<file path="config.mk">
export PLATFORM = sky130hd
export DESIGN_NAME = readCrossbar
export DESIGN_NICKNAME = d
export VERILOG_FILES = /design/src/axiPkg.sv /design/src/busMapPkg.sv /design/src/readAddrRouter.sv /design/src/readDataRouter.sv /design/src/defaultSlave.sv /design/src/readCrossbar.sv
export SDC_FILE = /design/constraint.sdc
export NUM_CORES = 1
export LEC_CHECK = 0
export BUFFER_PORTS_ARGS = -buffer_cell sky130_fd_sc_hd__buf_4
export CAP_MARGIN = 20
export CORE_AREA = 4 4 133 135
export CTS_CLUSTER_SIZE = 24
export DETAILED_ROUTE_END_ITERATION = 16
export DIE_AREA = 0 0 137 139
export MAX_ROUTING_LAYER = met4
export PLACE_DENSITY_LB_ADDON = 0.12
export SYNTH_ARGS = -nofsm -noshare
export SYNTH_HDL_FRONTEND = slang
export SYNTH_SLANG_ARGS = --single-unit
</file>
<file path="constraint.sdc">
create_clock -name clk -period 3.65 [get_ports clk]
set_input_delay 0.73 -clock clk [delete_from_list [all_inputs] [get_ports clk]]
set_output_delay 0.73 -clock clk [all_outputs]
set_load 0.005 [all_outputs]
</file>
<file path="src/axiPkg.sv">
package axiPkg;

    parameter int dataBits = 32;
    parameter int addrBits = 32;
    parameter int idBits   = 4;    // ID as a master issues it.
    parameter int idsBits  = 8;    // ID as a slave sees it, widened by the master tag.
    parameter int lenBits  = 4;    // A burst carries ARLEN+1 beats.

    // The one-hot master tag sits just above the master ID in the slave-side ID.
    parameter int tagLo   = 4;
    parameter int tagHi   = 5;
    parameter int tagBits = tagHi - tagLo + 1;

    parameter logic [tagBits-1:0] tagM0 = 2'b01;
    parameter logic [tagBits-1:0] tagM1 = 2'b10;

    typedef enum logic [1:0] {
        okay   = 2'd0,
        slvErr = 2'd2,
        decErr = 2'd3
    } respType;

endpackage

</file>
<file path="src/busMapPkg.sv">
package busMapPkg;

    // Each slave owns one aligned region; anything else decodes to the default slave.
    parameter logic [31:0] s0Base     = 32'h0000_0000;
    parameter logic [31:0] s1Base     = 32'h0001_0000;
    parameter logic [31:0] regionSize = 32'h0001_0000;

    typedef enum logic [1:0] {
        tgtS0,
        tgtS1,
        tgtDefault
    } targetType;

endpackage

</file>
<file path="src/readAddrRouter.sv">
`timescale 1ns/1ps

module readAddrRouter (
    input  logic                        clk,
    input  logic                        rst,
    input  logic [axiPkg::addrBits-1:0] m0ArAddr,
    input  logic [axiPkg::idBits-1:0]   m0ArId,
    input  logic [axiPkg::lenBits-1:0]  m0ArLen,
    input  logic                        m0ArValid,
    output logic                        m0ArReady,
    input  logic [axiPkg::addrBits-1:0] m1ArAddr,
    input  logic [axiPkg::idBits-1:0]   m1ArId,
    input  logic [axiPkg::lenBits-1:0]  m1ArLen,
    input  logic                        m1ArValid,
    output logic                        m1ArReady,
    output logic [axiPkg::addrBits-1:0] s0ArAddr,
    output logic [axiPkg::idsBits-1:0]  s0ArId,
    output logic [axiPkg::lenBits-1:0]  s0ArLen,
    output logic                        s0ArValid,
    input  logic                        s0ArReady,
    output logic [axiPkg::addrBits-1:0] s1ArAddr,
    output logic [axiPkg::idsBits-1:0]  s1ArId,
    output logic [axiPkg::lenBits-1:0]  s1ArLen,
    output logic                        s1ArValid,
    input  logic                        s1ArReady,
    output logic [axiPkg::addrBits-1:0] sdArAddr,
    output logic [axiPkg::idsBits-1:0]  sdArId,
    output logic [axiPkg::lenBits-1:0]  sdArLen,
    output logic                        sdArValid,
    input  logic                        sdArReady
);
    import axiPkg::*;
    import busMapPkg::*;

    typedef enum logic [1:0] {
        arIdle,
        arGrantM0,
        arGrantM1
    } arStateType;

    arStateType          state;
    logic                lastM1;    // M1 held the most recent grant.
    logic [addrBits-1:0] addr;
    logic [idBits-1:0]   id;
    logic [lenBits-1:0]  len;
    logic [tagBits-1:0]  tag;
    logic                valid;
    logic                ready;
    logic [idsBits-1:0]  idOut;
    targetType           target;

    // With both masters waiting, the one not served last gets the grant.
    always_ff @(posedge clk or negedge rst) begin
        if (!rst) begin
            state  <= arIdle;
            lastM1 <= 1'b0;
        end else begin
            case (state)
                arIdle: begin
                    if (m0ArValid && (!m1ArValid || lastM1)) begin
                        state  <= arGrantM0;
                        lastM1 <= 1'b0;
                    end else if (m1ArValid) begin
                        state  <= arGrantM1;
                        lastM1 <= 1'b1;
                    end
                end
                default: begin
                    if (valid && ready)
                        state <= arIdle;
                end
            endcase
        end
    end

    always_comb begin
        case (state)
            arGrantM0: begin
                addr  = m0ArAddr;
                id    = m0ArId;
                len   = m0ArLen;
                valid = m0ArValid;
                tag   = tagM0;
            end
            arGrantM1: begin
                addr  = m1ArAddr;
                id    = m1ArId;
                len   = m1ArLen;
                valid = m1ArValid;
                tag   = tagM1;
            end
            default: begin
                addr  = '0;
                id    = '0;
                len   = '0;
                valid = 1'b0;
                tag   = '0;
            end
        endcase
    end

    always_comb begin
        if ((addr - s0Base) < regionSize)
            target = tgtS0;
        else if ((addr - s1Base) < regionSize)
            target = tgtS1;
        else
            target = tgtDefault;
    end

    always_comb begin
        idOut = '0;
        idOut[idBits-1:0] = id;
        idOut[tagHi:tagLo] = tag;    // The R side steers the reply back by this tag.
    end

    always_comb begin
        case (target)
            tgtS0:   ready = s0ArReady;
            tgtS1:   ready = s1ArReady;
            default: ready = sdArReady;
        endcase
    end

    assign s0ArAddr  = addr;
    assign s1ArAddr  = addr;
    assign sdArAddr  = addr;
    assign s0ArId    = idOut;
    assign s1ArId    = idOut;
    assign sdArId    = idOut;
    assign s0ArLen   = len;
    assign s1ArLen   = len;
    assign sdArLen   = len;
    assign s0ArValid = valid && (target == tgtS0);
    assign s1ArValid = valid && (target == tgtS1);
    assign sdArValid = valid && (target == tgtDefault);

    assign m0ArReady = (state == arGrantM0) && ready;
    assign m1ArReady = (state == arGrantM1) && ready;

    assert property (@(posedge clk) disable iff (!rst)
        $onehot0({s0ArValid, s1ArValid, sdArValid}))
        else $error("More than one slave sees an AR request.");

    // Once offered, an AR request holds its payload until the chosen slave takes it.
    assert property (@(posedge clk) disable iff (!rst)
        (valid && !ready) |=> (valid && $stable(addr) && $stable(idOut) && $stable(len)))
        else $error("AR request changed before its handshake.");

endmodule

</file>
<file path="src/readDataRouter.sv">
`timescale 1ns/1ps

module readDataRouter #(
    parameter int dataWidth = axiPkg::dataBits
) (
    input  logic                       clk,
    input  logic                       rst,
    input  logic [axiPkg::idsBits-1:0] s0RId,
    input  logic [dataWidth-1:0]       s0RData,
    input  axiPkg::respType            s0RResp,
    input  logic                       s0RLast,
    input  logic                       s0RValid,
    output logic                       s0RReady,
    input  logic [axiPkg::idsBits-1:0] s1RId,
    input  logic [dataWidth-1:0]       s1RData,
    input  axiPkg::respType            s1RResp,
    input  logic                       s1RLast,
    input  logic                       s1RValid,
    output logic                       s1RReady,
    input  logic [axiPkg::idsBits-1:0] sdRId,
    input  logic [dataWidth-1:0]       sdRData,
    input  axiPkg::respType            sdRResp,
    input  logic                       sdRLast,
    input  logic                       sdRValid,
    output logic                       sdRReady,
    output logic [axiPkg::idBits-1:0]  m0RId,
    output logic [dataWidth-1:0]       m0RData,
    output axiPkg::respType            m0RResp,
    output logic                       m0RLast,
    output logic                       m0RValid,
    input  logic                       m0RReady,
    output logic [axiPkg::idBits-1:0]  m1RId,
    output logic [dataWidth-1:0]       m1RData,
    output axiPkg::respType            m1RResp,
    output logic                       m1RLast,
    output logic                       m1RValid,
    input  logic                       m1RReady
);
    import axiPkg::*;

    typedef enum logic [1:0] {
        selNone,
        selS0,
        selS1,
        selSd
    } selType;

    selType               sel;
    logic                 lockS0, lockS1, lockSd;
    logic [idsBits-1:0]   rId;
    logic [dataWidth-1:0] rData;
    respType              rResp;
    logic                 rLast;
    logic                 rValid;
    logic                 readyM;

    // A lock keeps the burst's slave connected from its first beat to its accepted RLAST.
    always_ff @(posedge clk or negedge rst) begin
        if (!rst) begin
            lockS0 <= 1'b0;
            lockS1 <= 1'b0;
            lockSd <= 1'b0;
        end else begin
            lockS0 <= (s0RReady && s0RLast) ? 1'b0 : (sel == selS0 && s0RValid) ? 1'b1 : lockS0;
            lockS1 <= (s1RReady && s1RLast) ? 1'b0 : (sel == selS1 && s1RValid) ? 1'b1 : lockS1;
            lockSd <= (sdRReady && sdRLast) ? 1'b0 : (sel == selSd && sdRValid) ? 1'b1 : lockSd;
        end
    end

    // Fixed priority default > S1 > S0 when no burst is in flight.
    always_comb begin
        if (lockSd || (sdRValid && !lockS0 && !lockS1))
            sel = selSd;
        else if (lockS1 || (s1RValid && !lockS0))
            sel = selS1;
        else if (lockS0 || s0RValid)
            sel = selS0;
        else
            sel = selNone;
    end

    always_comb begin
        case (sel)
            selS0: begin
                rId    = s0RId;
                rData  = s0RData;
                rResp  = s0RResp;
                rLast  = s0RLast;
                rValid = s0RValid;
            end
            selS1: begin
                rId    = s1RId;
                rData  = s1RData;
                rResp  = s1RResp;
                rLast  = s1RLast;
                rValid = s1RValid;
            end
            selSd: begin
                rId    = sdRId;
                rData  = sdRData;
                rResp  = sdRResp;
                rLast  = sdRLast;
                rValid = sdRValid;
            end
            default: begin
                rId    = '0;
                rData  = '0;
                rResp  = okay;
                rLast  = 1'b0;
                rValid = 1'b0;
            end
        endcase
    end

    always_comb begin
        case (rId[tagHi:tagLo])
            tagM0:   readyM = m0RReady;
            tagM1:   readyM = m1RReady;
            default: readyM = 1'b1;    // A beat with no valid tag is drained.
        endcase
    end

    assign s0RReady = (sel == selS0) && s0RValid && readyM;
    assign s1RReady = (sel == selS1) && s1RValid && readyM;
    assign sdRReady = (sel == selSd) && sdRValid && readyM;

    assign m0RId    = rId[idBits-1:0];
    assign m0RData  = rData;
    assign m0RResp  = rResp;
    assign m0RLast  = rLast;
    assign m0RValid = rValid && (rId[tagHi:tagLo] == tagM0);
    assign m1RId    = rId[idBits-1:0];
    assign m1RData  = rData;
    assign m1RResp  = rResp;
    assign m1RLast  = rLast;
    assign m1RValid = rValid && (rId[tagHi:tagLo] == tagM1);

    assert property (@(posedge clk) disable iff (!rst)
        $onehot0({lockS0, lockS1, lockSd}))
        else $error("More than one R burst lock is set.");

    // Until its RLAST beat is accepted, a presenting slave keeps the channel.
    assert property (@(posedge clk) disable iff (!rst)
        (rValid && !(readyM && rLast)) |=> (sel == $past(sel)))
        else $error("R channel switched slaves inside a burst.");

endmodule

</file>
<file path="src/defaultSlave.sv">
`timescale 1ns/1ps

module defaultSlave #(
    parameter int dataWidth = axiPkg::dataBits
) (
    input  logic                       clk,
    input  logic                       rst,
    input  logic [axiPkg::idsBits-1:0] sdArId,
    input  logic [axiPkg::lenBits-1:0] sdArLen,
    input  logic                       sdArValid,
    output logic                       sdArReady,
    output logic [axiPkg::idsBits-1:0] sdRId,
    output logic [dataWidth-1:0]       sdRData,
    output axiPkg::respType            sdRResp,
    output logic                       sdRLast,
    output logic                       sdRValid,
    input  logic                       sdRReady
);
    import axiPkg::*;

    typedef enum logic {
        dsIdle,
        dsBurst
    } dsStateType;

    dsStateType         state;
    logic [idsBits-1:0] idReg;
    logic [lenBits-1:0] beatsLeft;    // Beats still owed after the current one.

    always_ff @(posedge clk or negedge rst) begin
        if (!rst) begin
            state     <= dsIdle;
            beatsLeft <= '0;
        end else begin
            case (state)
                dsIdle: begin
                    if (sdArValid) begin
                        state     <= dsBurst;
                        beatsLeft <= sdArLen;
                    end
                end
                default: begin
                    if (sdRReady) begin
                        if (beatsLeft == '0)
                            state <= dsIdle;
                        else
                            beatsLeft <= beatsLeft - 1'b1;
                    end
                end
            endcase
        end
    end

    always_ff @(posedge clk) begin
        if (sdArValid && sdArReady)
            idReg <= sdArId;
    end

    assign sdArReady = (state == dsIdle);
    assign sdRValid  = (state == dsBurst);
    assign sdRLast   = (state == dsBurst) && (beatsLeft == '0);
    assign sdRId     = idReg;
    assign sdRData   = '0;
    assign sdRResp   = decErr;

    // A request that arrives during a burst waits, unchanged, until the slave is idle.
    assert property (@(posedge clk) disable iff (!rst)
        (sdArValid && !sdArReady) |=> (sdArValid && $stable(sdArId) && $stable(sdArLen)))
        else $error("AR request to the default slave changed before it was accepted.");

endmodule

</file>
<file path="src/readCrossbar.sv">
`timescale 1ns/1ps

module readCrossbar #(
    parameter int dataWidth = axiPkg::dataBits
) (
    input  logic                        clk,
    input  logic                        rst,
    input  logic [axiPkg::addrBits-1:0] m0ArAddr,
    input  logic [axiPkg::idBits-1:0]   m0ArId,
    input  logic [axiPkg::lenBits-1:0]  m0ArLen,
    input  logic                        m0ArValid,
    output logic                        m0ArReady,
    output logic [axiPkg::idBits-1:0]   m0RId,
    output logic [dataWidth-1:0]        m0RData,
    output axiPkg::respType             m0RResp,
    output logic                        m0RLast,
    output logic                        m0RValid,
    input  logic                        m0RReady,
    input  logic [axiPkg::addrBits-1:0] m1ArAddr,
    input  logic [axiPkg::idBits-1:0]   m1ArId,
    input  logic [axiPkg::lenBits-1:0]  m1ArLen,
    input  logic                        m1ArValid,
    output logic                        m1ArReady,
    output logic [axiPkg::idBits-1:0]   m1RId,
    output logic [dataWidth-1:0]        m1RData,
    output axiPkg::respType             m1RResp,
    output logic                        m1RLast,
    output logic                        m1RValid,
    input  logic                        m1RReady,
    output logic [axiPkg::addrBits-1:0] s0ArAddr,
    output logic [axiPkg::idsBits-1:0]  s0ArId,
    output logic [axiPkg::lenBits-1:0]  s0ArLen,
    output logic                        s0ArValid,
    input  logic                        s0ArReady,
    input  logic [axiPkg::idsBits-1:0]  s0RId,
    input  logic [dataWidth-1:0]        s0RData,
    input  axiPkg::respType             s0RResp,
    input  logic                        s0RLast,
    input  logic                        s0RValid,
    output logic                        s0RReady,
    output logic [axiPkg::addrBits-1:0] s1ArAddr,
    output logic [axiPkg::idsBits-1:0]  s1ArId,
    output logic [axiPkg::lenBits-1:0]  s1ArLen,
    output logic                        s1ArValid,
    input  logic                        s1ArReady,
    input  logic [axiPkg::idsBits-1:0]  s1RId,
    input  logic [dataWidth-1:0]        s1RData,
    input  axiPkg::respType             s1RResp,
    input  logic                        s1RLast,
    input  logic                        s1RValid,
    output logic                        s1RReady
);
    import axiPkg::*;

    // Channel to the built-in default slave.
    logic [idsBits-1:0]   sdArId;
    logic [lenBits-1:0]   sdArLen;
    logic                 sdArValid;
    logic                 sdArReady;
    logic [idsBits-1:0]   sdRId;
    logic [dataWidth-1:0] sdRData;
    respType              sdRResp;
    logic                 sdRLast;
    logic                 sdRValid;
    logic                 sdRReady;

    readAddrRouter arRouter (
        .sdArAddr(),    // The default slave answers without looking at the address.
        .*
    );

    readDataRouter #(.dataWidth(dataWidth)) rRouter (.*);

    defaultSlave #(.dataWidth(dataWidth)) defSlave (.*);

endmodule

</file>
Yosys cells after proc, flatten, opt, wreduce, memory -nomap -nowiden
Index checks and enable logic that the tools add are counted.
Storage, ports and cells
  word-level logic and storage cells: 104
  register bits: 17
Operators by class
  bitwise logic cells: 1
  $lt $le $gt $ge: 2
  multiplexer cells: 37
  reductions and logical operators: 42
  eq/ne operators: 12
  add/sub/neg operators: 2
Operator list (count)
  $pmux W32 S2: 2
  $lt A32 B17 Y1 const B: 2
  $sub A32 B17 Y32 const B: 1
  $logic_and A1 B1 Y1: 23
  $pmux W6 S3: 1
  $mux W2: 8
  $mux W4: 4
  $pmux W4 S2: 2
  $mux W1: 13
  $reduce_bool A2 Y1: 6
  $eq A2 B2 Y1 const B: 5
  $eq A2 B1 Y1 const B: 4
  $pmux W1 S2: 3
  $pmux W1 S3: 2
  $pmux W2 S3: 1
  $logic_not A2 Y1: 2
  $logic_not A4 Y1: 1
  $logic_or A1 B1 Y1: 4
  $ne A2 B2 Y1 const B: 2
  $pmux W2 S2: 1
  $reduce_and A2 Y1: 2
  $sub A4 B1 Y4 const B: 1
  $logic_not A1 Y1: 3
  $ne A3 B2 Y1 const B: 1
  2 further kinds: 2

Logic depth before layout (Yosys ltp)
  word-level depth: 12
  depth in mapped cells: 17
  depth with buffers taken out: 14

By module
From an unflattened synthesis, not the netlist that was laid out.
Unflattened totals
  cells, all modules: 570
  area, all modules: 4031.4 µm²
Modules (own cells, without submodules)
  readAddrRouter: area an instance 1682.9 µm², seq. area each 75.1 µm², instances 1, cells an instance 240
  readDataRouter: area an instance 1483.9 µm², seq. area each 75.1 µm², instances 1, cells an instance 245
  defaultSlave: area an instance 864.6 µm², seq. area each 365.4 µm², instances 1, cells an instance 85

Least setup slack after synthesis
No wires, ideal clock.
  path type: input to output
  from: input s1RValid
  to: output s0RReady
  stages on the path: 12
  buffers on the path: 2
  data arrival time: 2.898 ns
  data required time: 2.920 ns
  slack: 0.022 ns
  path through: nand2b_1 > a21oi_1 > or2_2 > inv_1 > ha_1 > clkbuf_1 > clkbuf_1 > nand2_1 > a31o_2 > ha_1 > a221oi_1 > nor2_1
On the way
  cells in the longest elaborated chain, start to end: 9
Ends and longest elaborated chain
  start: declaration: RTL line readCrossbar.sv:50  | input logic s1RValid,
  $logic_and A1 B1 Y1 *: RTL line readDataRouter.sv:74  | else if (lockS1 || (s1RValid && !lockS0))
  $logic_or A1 B1 Y1 *: RTL line readDataRouter.sv:74
  $mux W2 *: RTL line readDataRouter.sv:74
  $mux W2 *: RTL line readDataRouter.sv:72  | if (lockSd || (sdRValid && !lockS0 && !lockS1))
  $eq A2 B2 Y1 / $eq A2 B1 Y1 (equally long branches): RTL line readDataRouter.sv:83, readDataRouter.sv:123
  $pmux W6 S3: RTL line readDataRouter.sv:83  | case (sel)
  $eq A2 B2 Y1 / $eq A2 B1 Y1 (equally long branches): RTL line readDataRouter.sv:116  | case (rId[tagHi:tagLo])
  $pmux W1 S2: RTL line readDataRouter.sv:116
  $logic_and A1 B1 Y1 *: RTL line readDataRouter.sv:123  | assign s0RReady = (sel == selS0) && s0RValid && readyM;
  end: declaration: RTL line readCrossbar.sv:40  | output logic s0RReady,
Mark *: on every way between the ends. The rest lies on a longest branch, timed or not.

Worst setup path in the final report
  from: register arRouter.state[0]
  to: output m0ArReady
On the way
  cells in the longest elaborated chain, start to end: 9
Ends and longest elaborated chain
  start: declaration: RTL line readAddrRouter.sv:41  | arStateType state;
  start signal: assignment: RTL line readAddrRouter.sv:55  | state <= arIdle;
  start signal: assignment: RTL line readAddrRouter.sv:61  | state <= arGrantM0;
  start signal: assignment: RTL line readAddrRouter.sv:64  | state <= arGrantM1;
  $eq A2 B2 Y1 / $eq A2 B1 Y1 (equally long branches): RTL line readAddrRouter.sv:77, readAddrRouter.sv:138
  $pmux W32 S2: RTL line readAddrRouter.sv:77  | case (state)
  $sub A32 B17 Y32: RTL line readAddrRouter.sv:105  | else if ((addr - s1Base) < regionSize)
  $lt A32 B17 Y1: RTL line readAddrRouter.sv:105
  $mux W2: RTL line readAddrRouter.sv:105
  $mux W2: RTL line readAddrRouter.sv:103  | if ((addr - s0Base) < regionSize)
  $eq A2 B1 Y1 / $logic_not A2 Y1 (equally long branches): RTL line readAddrRouter.sv:118  | case (target)
  $pmux W1 S2: RTL line readAddrRouter.sv:118
  $logic_and A1 B1 Y1 *: RTL line readAddrRouter.sv:138  | assign m0ArReady = (state == arGrantM0) && ready;
  end: declaration: RTL line readCrossbar.sv:12  | output logic m0ArReady,
Marked as above.

==> flow_metrics.py <==
metrics = {
    "floorplan": {
        "start_util_pct": 18.6,
        "die_area_um2": 19000,
        "io_pins": 350,
        "die_h_um": 139,
        "num_rows": 47,
        "coreArea_um2": 16500,
        "die_width_um": 137,
    },
    "yosys": {
        "ys_types": 46,
        "ys.flop_type": "dfrtp_1",
        "syn_area_um2": 3070,
        "synth_top_area_share_pct": 21.0,
        "yosys_warnings": 0,
        "avgSynthCellArea_um2": 7.41,
        "synth_top_area_cell": "buf_4",
        "synth_edf_count": 6,
        "async_flop_share_pct": 64.7,
        "ys_seq_elements": 17,
        "synth_cells": 414,
        "synth_seq_area_share_pct": 14.8,
        "yosys-top-cells-area": "buf_4 21%, a22oi_1 18%, dfrtp_1 9.0%",
    },
    "grt": {
        "grt_usage_pct": 14.6,
        "antenna_found_initial": 0,
        "grt_max_degree": 44,
        "grt_pass1_wl_um": 21600,
        "gr-total-overflow": 0,
        "grt_pass1_vias": 3995,
    },
    "timing": {
        "rsz0062_at_grt": "true",
        "whs_ns": 0.307,
        "setup_tns_ns": 0,
        "post-route-min-period_ns": 3.47,
        "fin_skew_ns": 0.00306,
        "fin_crit_sh_pct": 95.2,
        "fmax_ghz": 0.288,
        "drv_slew": 0,
        "finalHoldViolations": 0,
        "tightest_slew_ns": 0.813,
        "maxSlewHeadroom_pct": 45.1,
        "setup_viol": 0,
    },
    "detailed_routing": {
        "drt-vias-per-instance": 4.47,
        "drt-total-wl_um": 15200,
        "num_vias": 3946,
        "dr.pass1.iters": 6,
        "routedWlPerCell_um": 17.3,
        "first_iter_violations": 124,
        "drcViolationCount": 0,
        "antenna_left": 0,
    },
    "worst_setup_path": {
        "path_buf_inv": 3,
        "startpoint_type": "register",
        "critPathTopFamily": "simple AND/OR/NAND/NOR gates",
        "crit_type": "reg2out",
        "cp.arrival_ns": 2.74,
        "cp_max_fo": 43,
        "cpPeakStageDelay_ns": 0.39,
        "slowest_stage": "mux2_2",
        "crit_start": "arRouter.state[0]$_DFFE_PN0P_",
        "crit_path_end_kind": "output pin",
        "crit_path_cell_trace": "inv_1 -> ha_1 -> buf_12 -> a22oi_2 -> a41oi_2 -> nor4_2 -> mux2_2 -> nor3b_1 -> buf_4",
        "required_ns": 2.92,
        "regToRegStartpoint": "defSlave.sdRValid$_DFF_PN0_",
    },
    "layout": {
        "multi_input_area_um2": 1870,
        "nets": 852,
        "final_common_cell": "buf_4",
        "area_growth_pct": 77.3,
        "nFillCells": 1803,
        "drive_gt1_share_pct": 58.6,
        "layout_common_cells": "356 x buf_4, 63 x a22oi_1, 58 x nor2_1",
        "regArea_um2": 455,
        "num_antenna_cells": 0,
    },
    "outcome": {
        "status": "finished clean",
    },
    "cts": {
        "cts_root_buf": "clkbuf_16",
        "clock_latency_ns": 0.25,
        "cts.path.max_buffers": 2,
        "cts_sinks": 17,
        "cts-hold-fix-buffers": 0,
        "cts.clk_slew.worst_paths_ns": 0.06,
        "cts-buffers-inserted": 3,
        "htreeDepth": 1,
        "cts_tree": "yes",
    },
    "pwr": {
        "peakVddDrop_v": 0.000314,
        "p_per_area_nw_per_um2": 616,
        "power_leakage_nw": 2.67,
    },
    "flow_run": {
        "maxCapViolCount": 0,
    },
    "hold_path": {
        "min_path_type": "in2async",
    },
    "place": {
        "port_buffers": 341,
        "gp_congestion": 0.813,
        "dp_hpwl_um": 13000,
    },
}
-- final timing paths --
| kind | end | cells after the start | slack (ns) |
|---|---|---|---|
| setup / recovery | m0ArReady | 9 | 0.18 |
| hold reg to reg | arRouter.lastM1$_DFFE_PN0P_ | 1 | 0.50 |
| hold / removal | defSlave.beatsLeft[0]$_DFFE_PN0P_ | 1 | 0.31 |
| max in group asynchronous | rRouter.lockS0$_DFFE_PN0P_ | 1 | 3.18 |
| setup reg to reg | defSlave.beatsLeft[1]$_DFFE_PN0P_ | 12 | 0.79 |
| min in group clk | arRouter.lastM1$_DFFE_PN0P_ | 1 | 0.50 |
-- layer usage --
| metal | share of wire [%] | track usage, % | vias to the layer above |
|---|---|---|---|
| met5 | 0 | - | - |
| met4 | 0.22 | 1.89 | 0 |
| met3 | 9.1 | 2.14 | 4 |
| met2 | 54 | 28.4 | 230 |
| met1 | 36 | 15.8 | 1813 |
| li1 | - | - | 1899 |
-- sequential cells by signal, summed over array words and instances (netlist names) --
name                cells
defSlave.sdRId          6
defSlave.beatsLeft      4
arRouter.state          2
arRouter.lastM1         1
defSlave.sdRValid       1
rRouter.lockS0          1
rRouter.lockS1          1
rRouter.lockSd          1
-- report_power, final --
group / total, W / leakage [nW] / internal (W) / switching (W)
clock: 0.000230 / 0.0414 / 0.000148 / 0.0000816
sequential: 0.000329 / 0.184 / 0.000279 / 0.0000508
combinational: 0.00279 / 2.45 / 0.00137 / 0.00143
total: 0.00335 / 2.67 / 0.00179 / 0.00156
-- layout make-up --
type                       count  area share [%]
clock buffer                   3            1.38
clock inverter                 1           0.115
inverter                      12           0.828
multi-input combinational    271            34.4
sequential                    17            8.37
tap                          220            5.06
timing repair buffer         358            49.9
-- cell families after synthesis --
family                     after synthesis  synth area share, %
AOI/OAI and AO/OA                      117                 30.1
buffers and inverters                  129                 27.0
adders and majority gates               13                 5.30
other                                    1                0.122
muxes                                    4                 1.39
and+or+nand+nor                        133                 21.2
DFF                                     17                 14.8
-- Yosys cell counts (3+ instances only) --
| master | number |
|---|---|
| buf_1 | 4 |
| a41oi_2 | 3 |
| inv_1 | 12 |
| a31oi_1 | 3 |
| nor2b_1 | 32 |
| buf_6 | 3 |
| a21o_1 | 3 |
| dfrtp_1 | 11 |
| buf_4 | 86 |
| nor2_1 | 58 |
| nand2b_1 | 3 |
| nor4_1 | 5 |
| clkbuf_1 | 24 |
| ha_1 | 13 |
| a221oi_1 | 3 |
| o21ai_0 | 3 |
| a21oi_1 | 11 |
| nor3_1 | 3 |
| or2_2 | 3 |
| nand2_1 | 18 |
| a22oi_1 | 73 |
| edfxtp_1 | 6 |
| a222oi_1 | 5 |
-- worst reg2reg max path, delay by kind of cell (launching register included) --
kind	cells	cell delay, ns
AO/OA/AOI/OAI	4	0.70
adder cells (fa/ha/maj)	2	0.50
buffers and inverters	1	0.11
flip-flops	1	0.39
multiplexers	1	0.32
AND/OR/NAND/NOR	4	0.70
-- through the flow --
stage	power [W]	utilization, %	cells	cell area (um^2)	setup slack, ns
3_5_place_dp	0.00306	32.0	876	5270	0.103
2_1_floorplan	0.00200	-	417	3080	0.0220
4_1_cts	0.00331	32.5	880	5350	0.0312
3_3_place_gp	0.00306	32.0	876	5270	0.139
5_1_grt	0.00364	33.0	882	5440	-0.0133
6_report	0.00335	33.0	882	5440	0.176
-- repair_timing --
item | in CTS | in global routing
setup buffers | 0 | 2
resized for setup | 0 | 15
endpoints found under the setup margin | 0 | 4
Note: power is estimated with default switching activity, not from simulation.
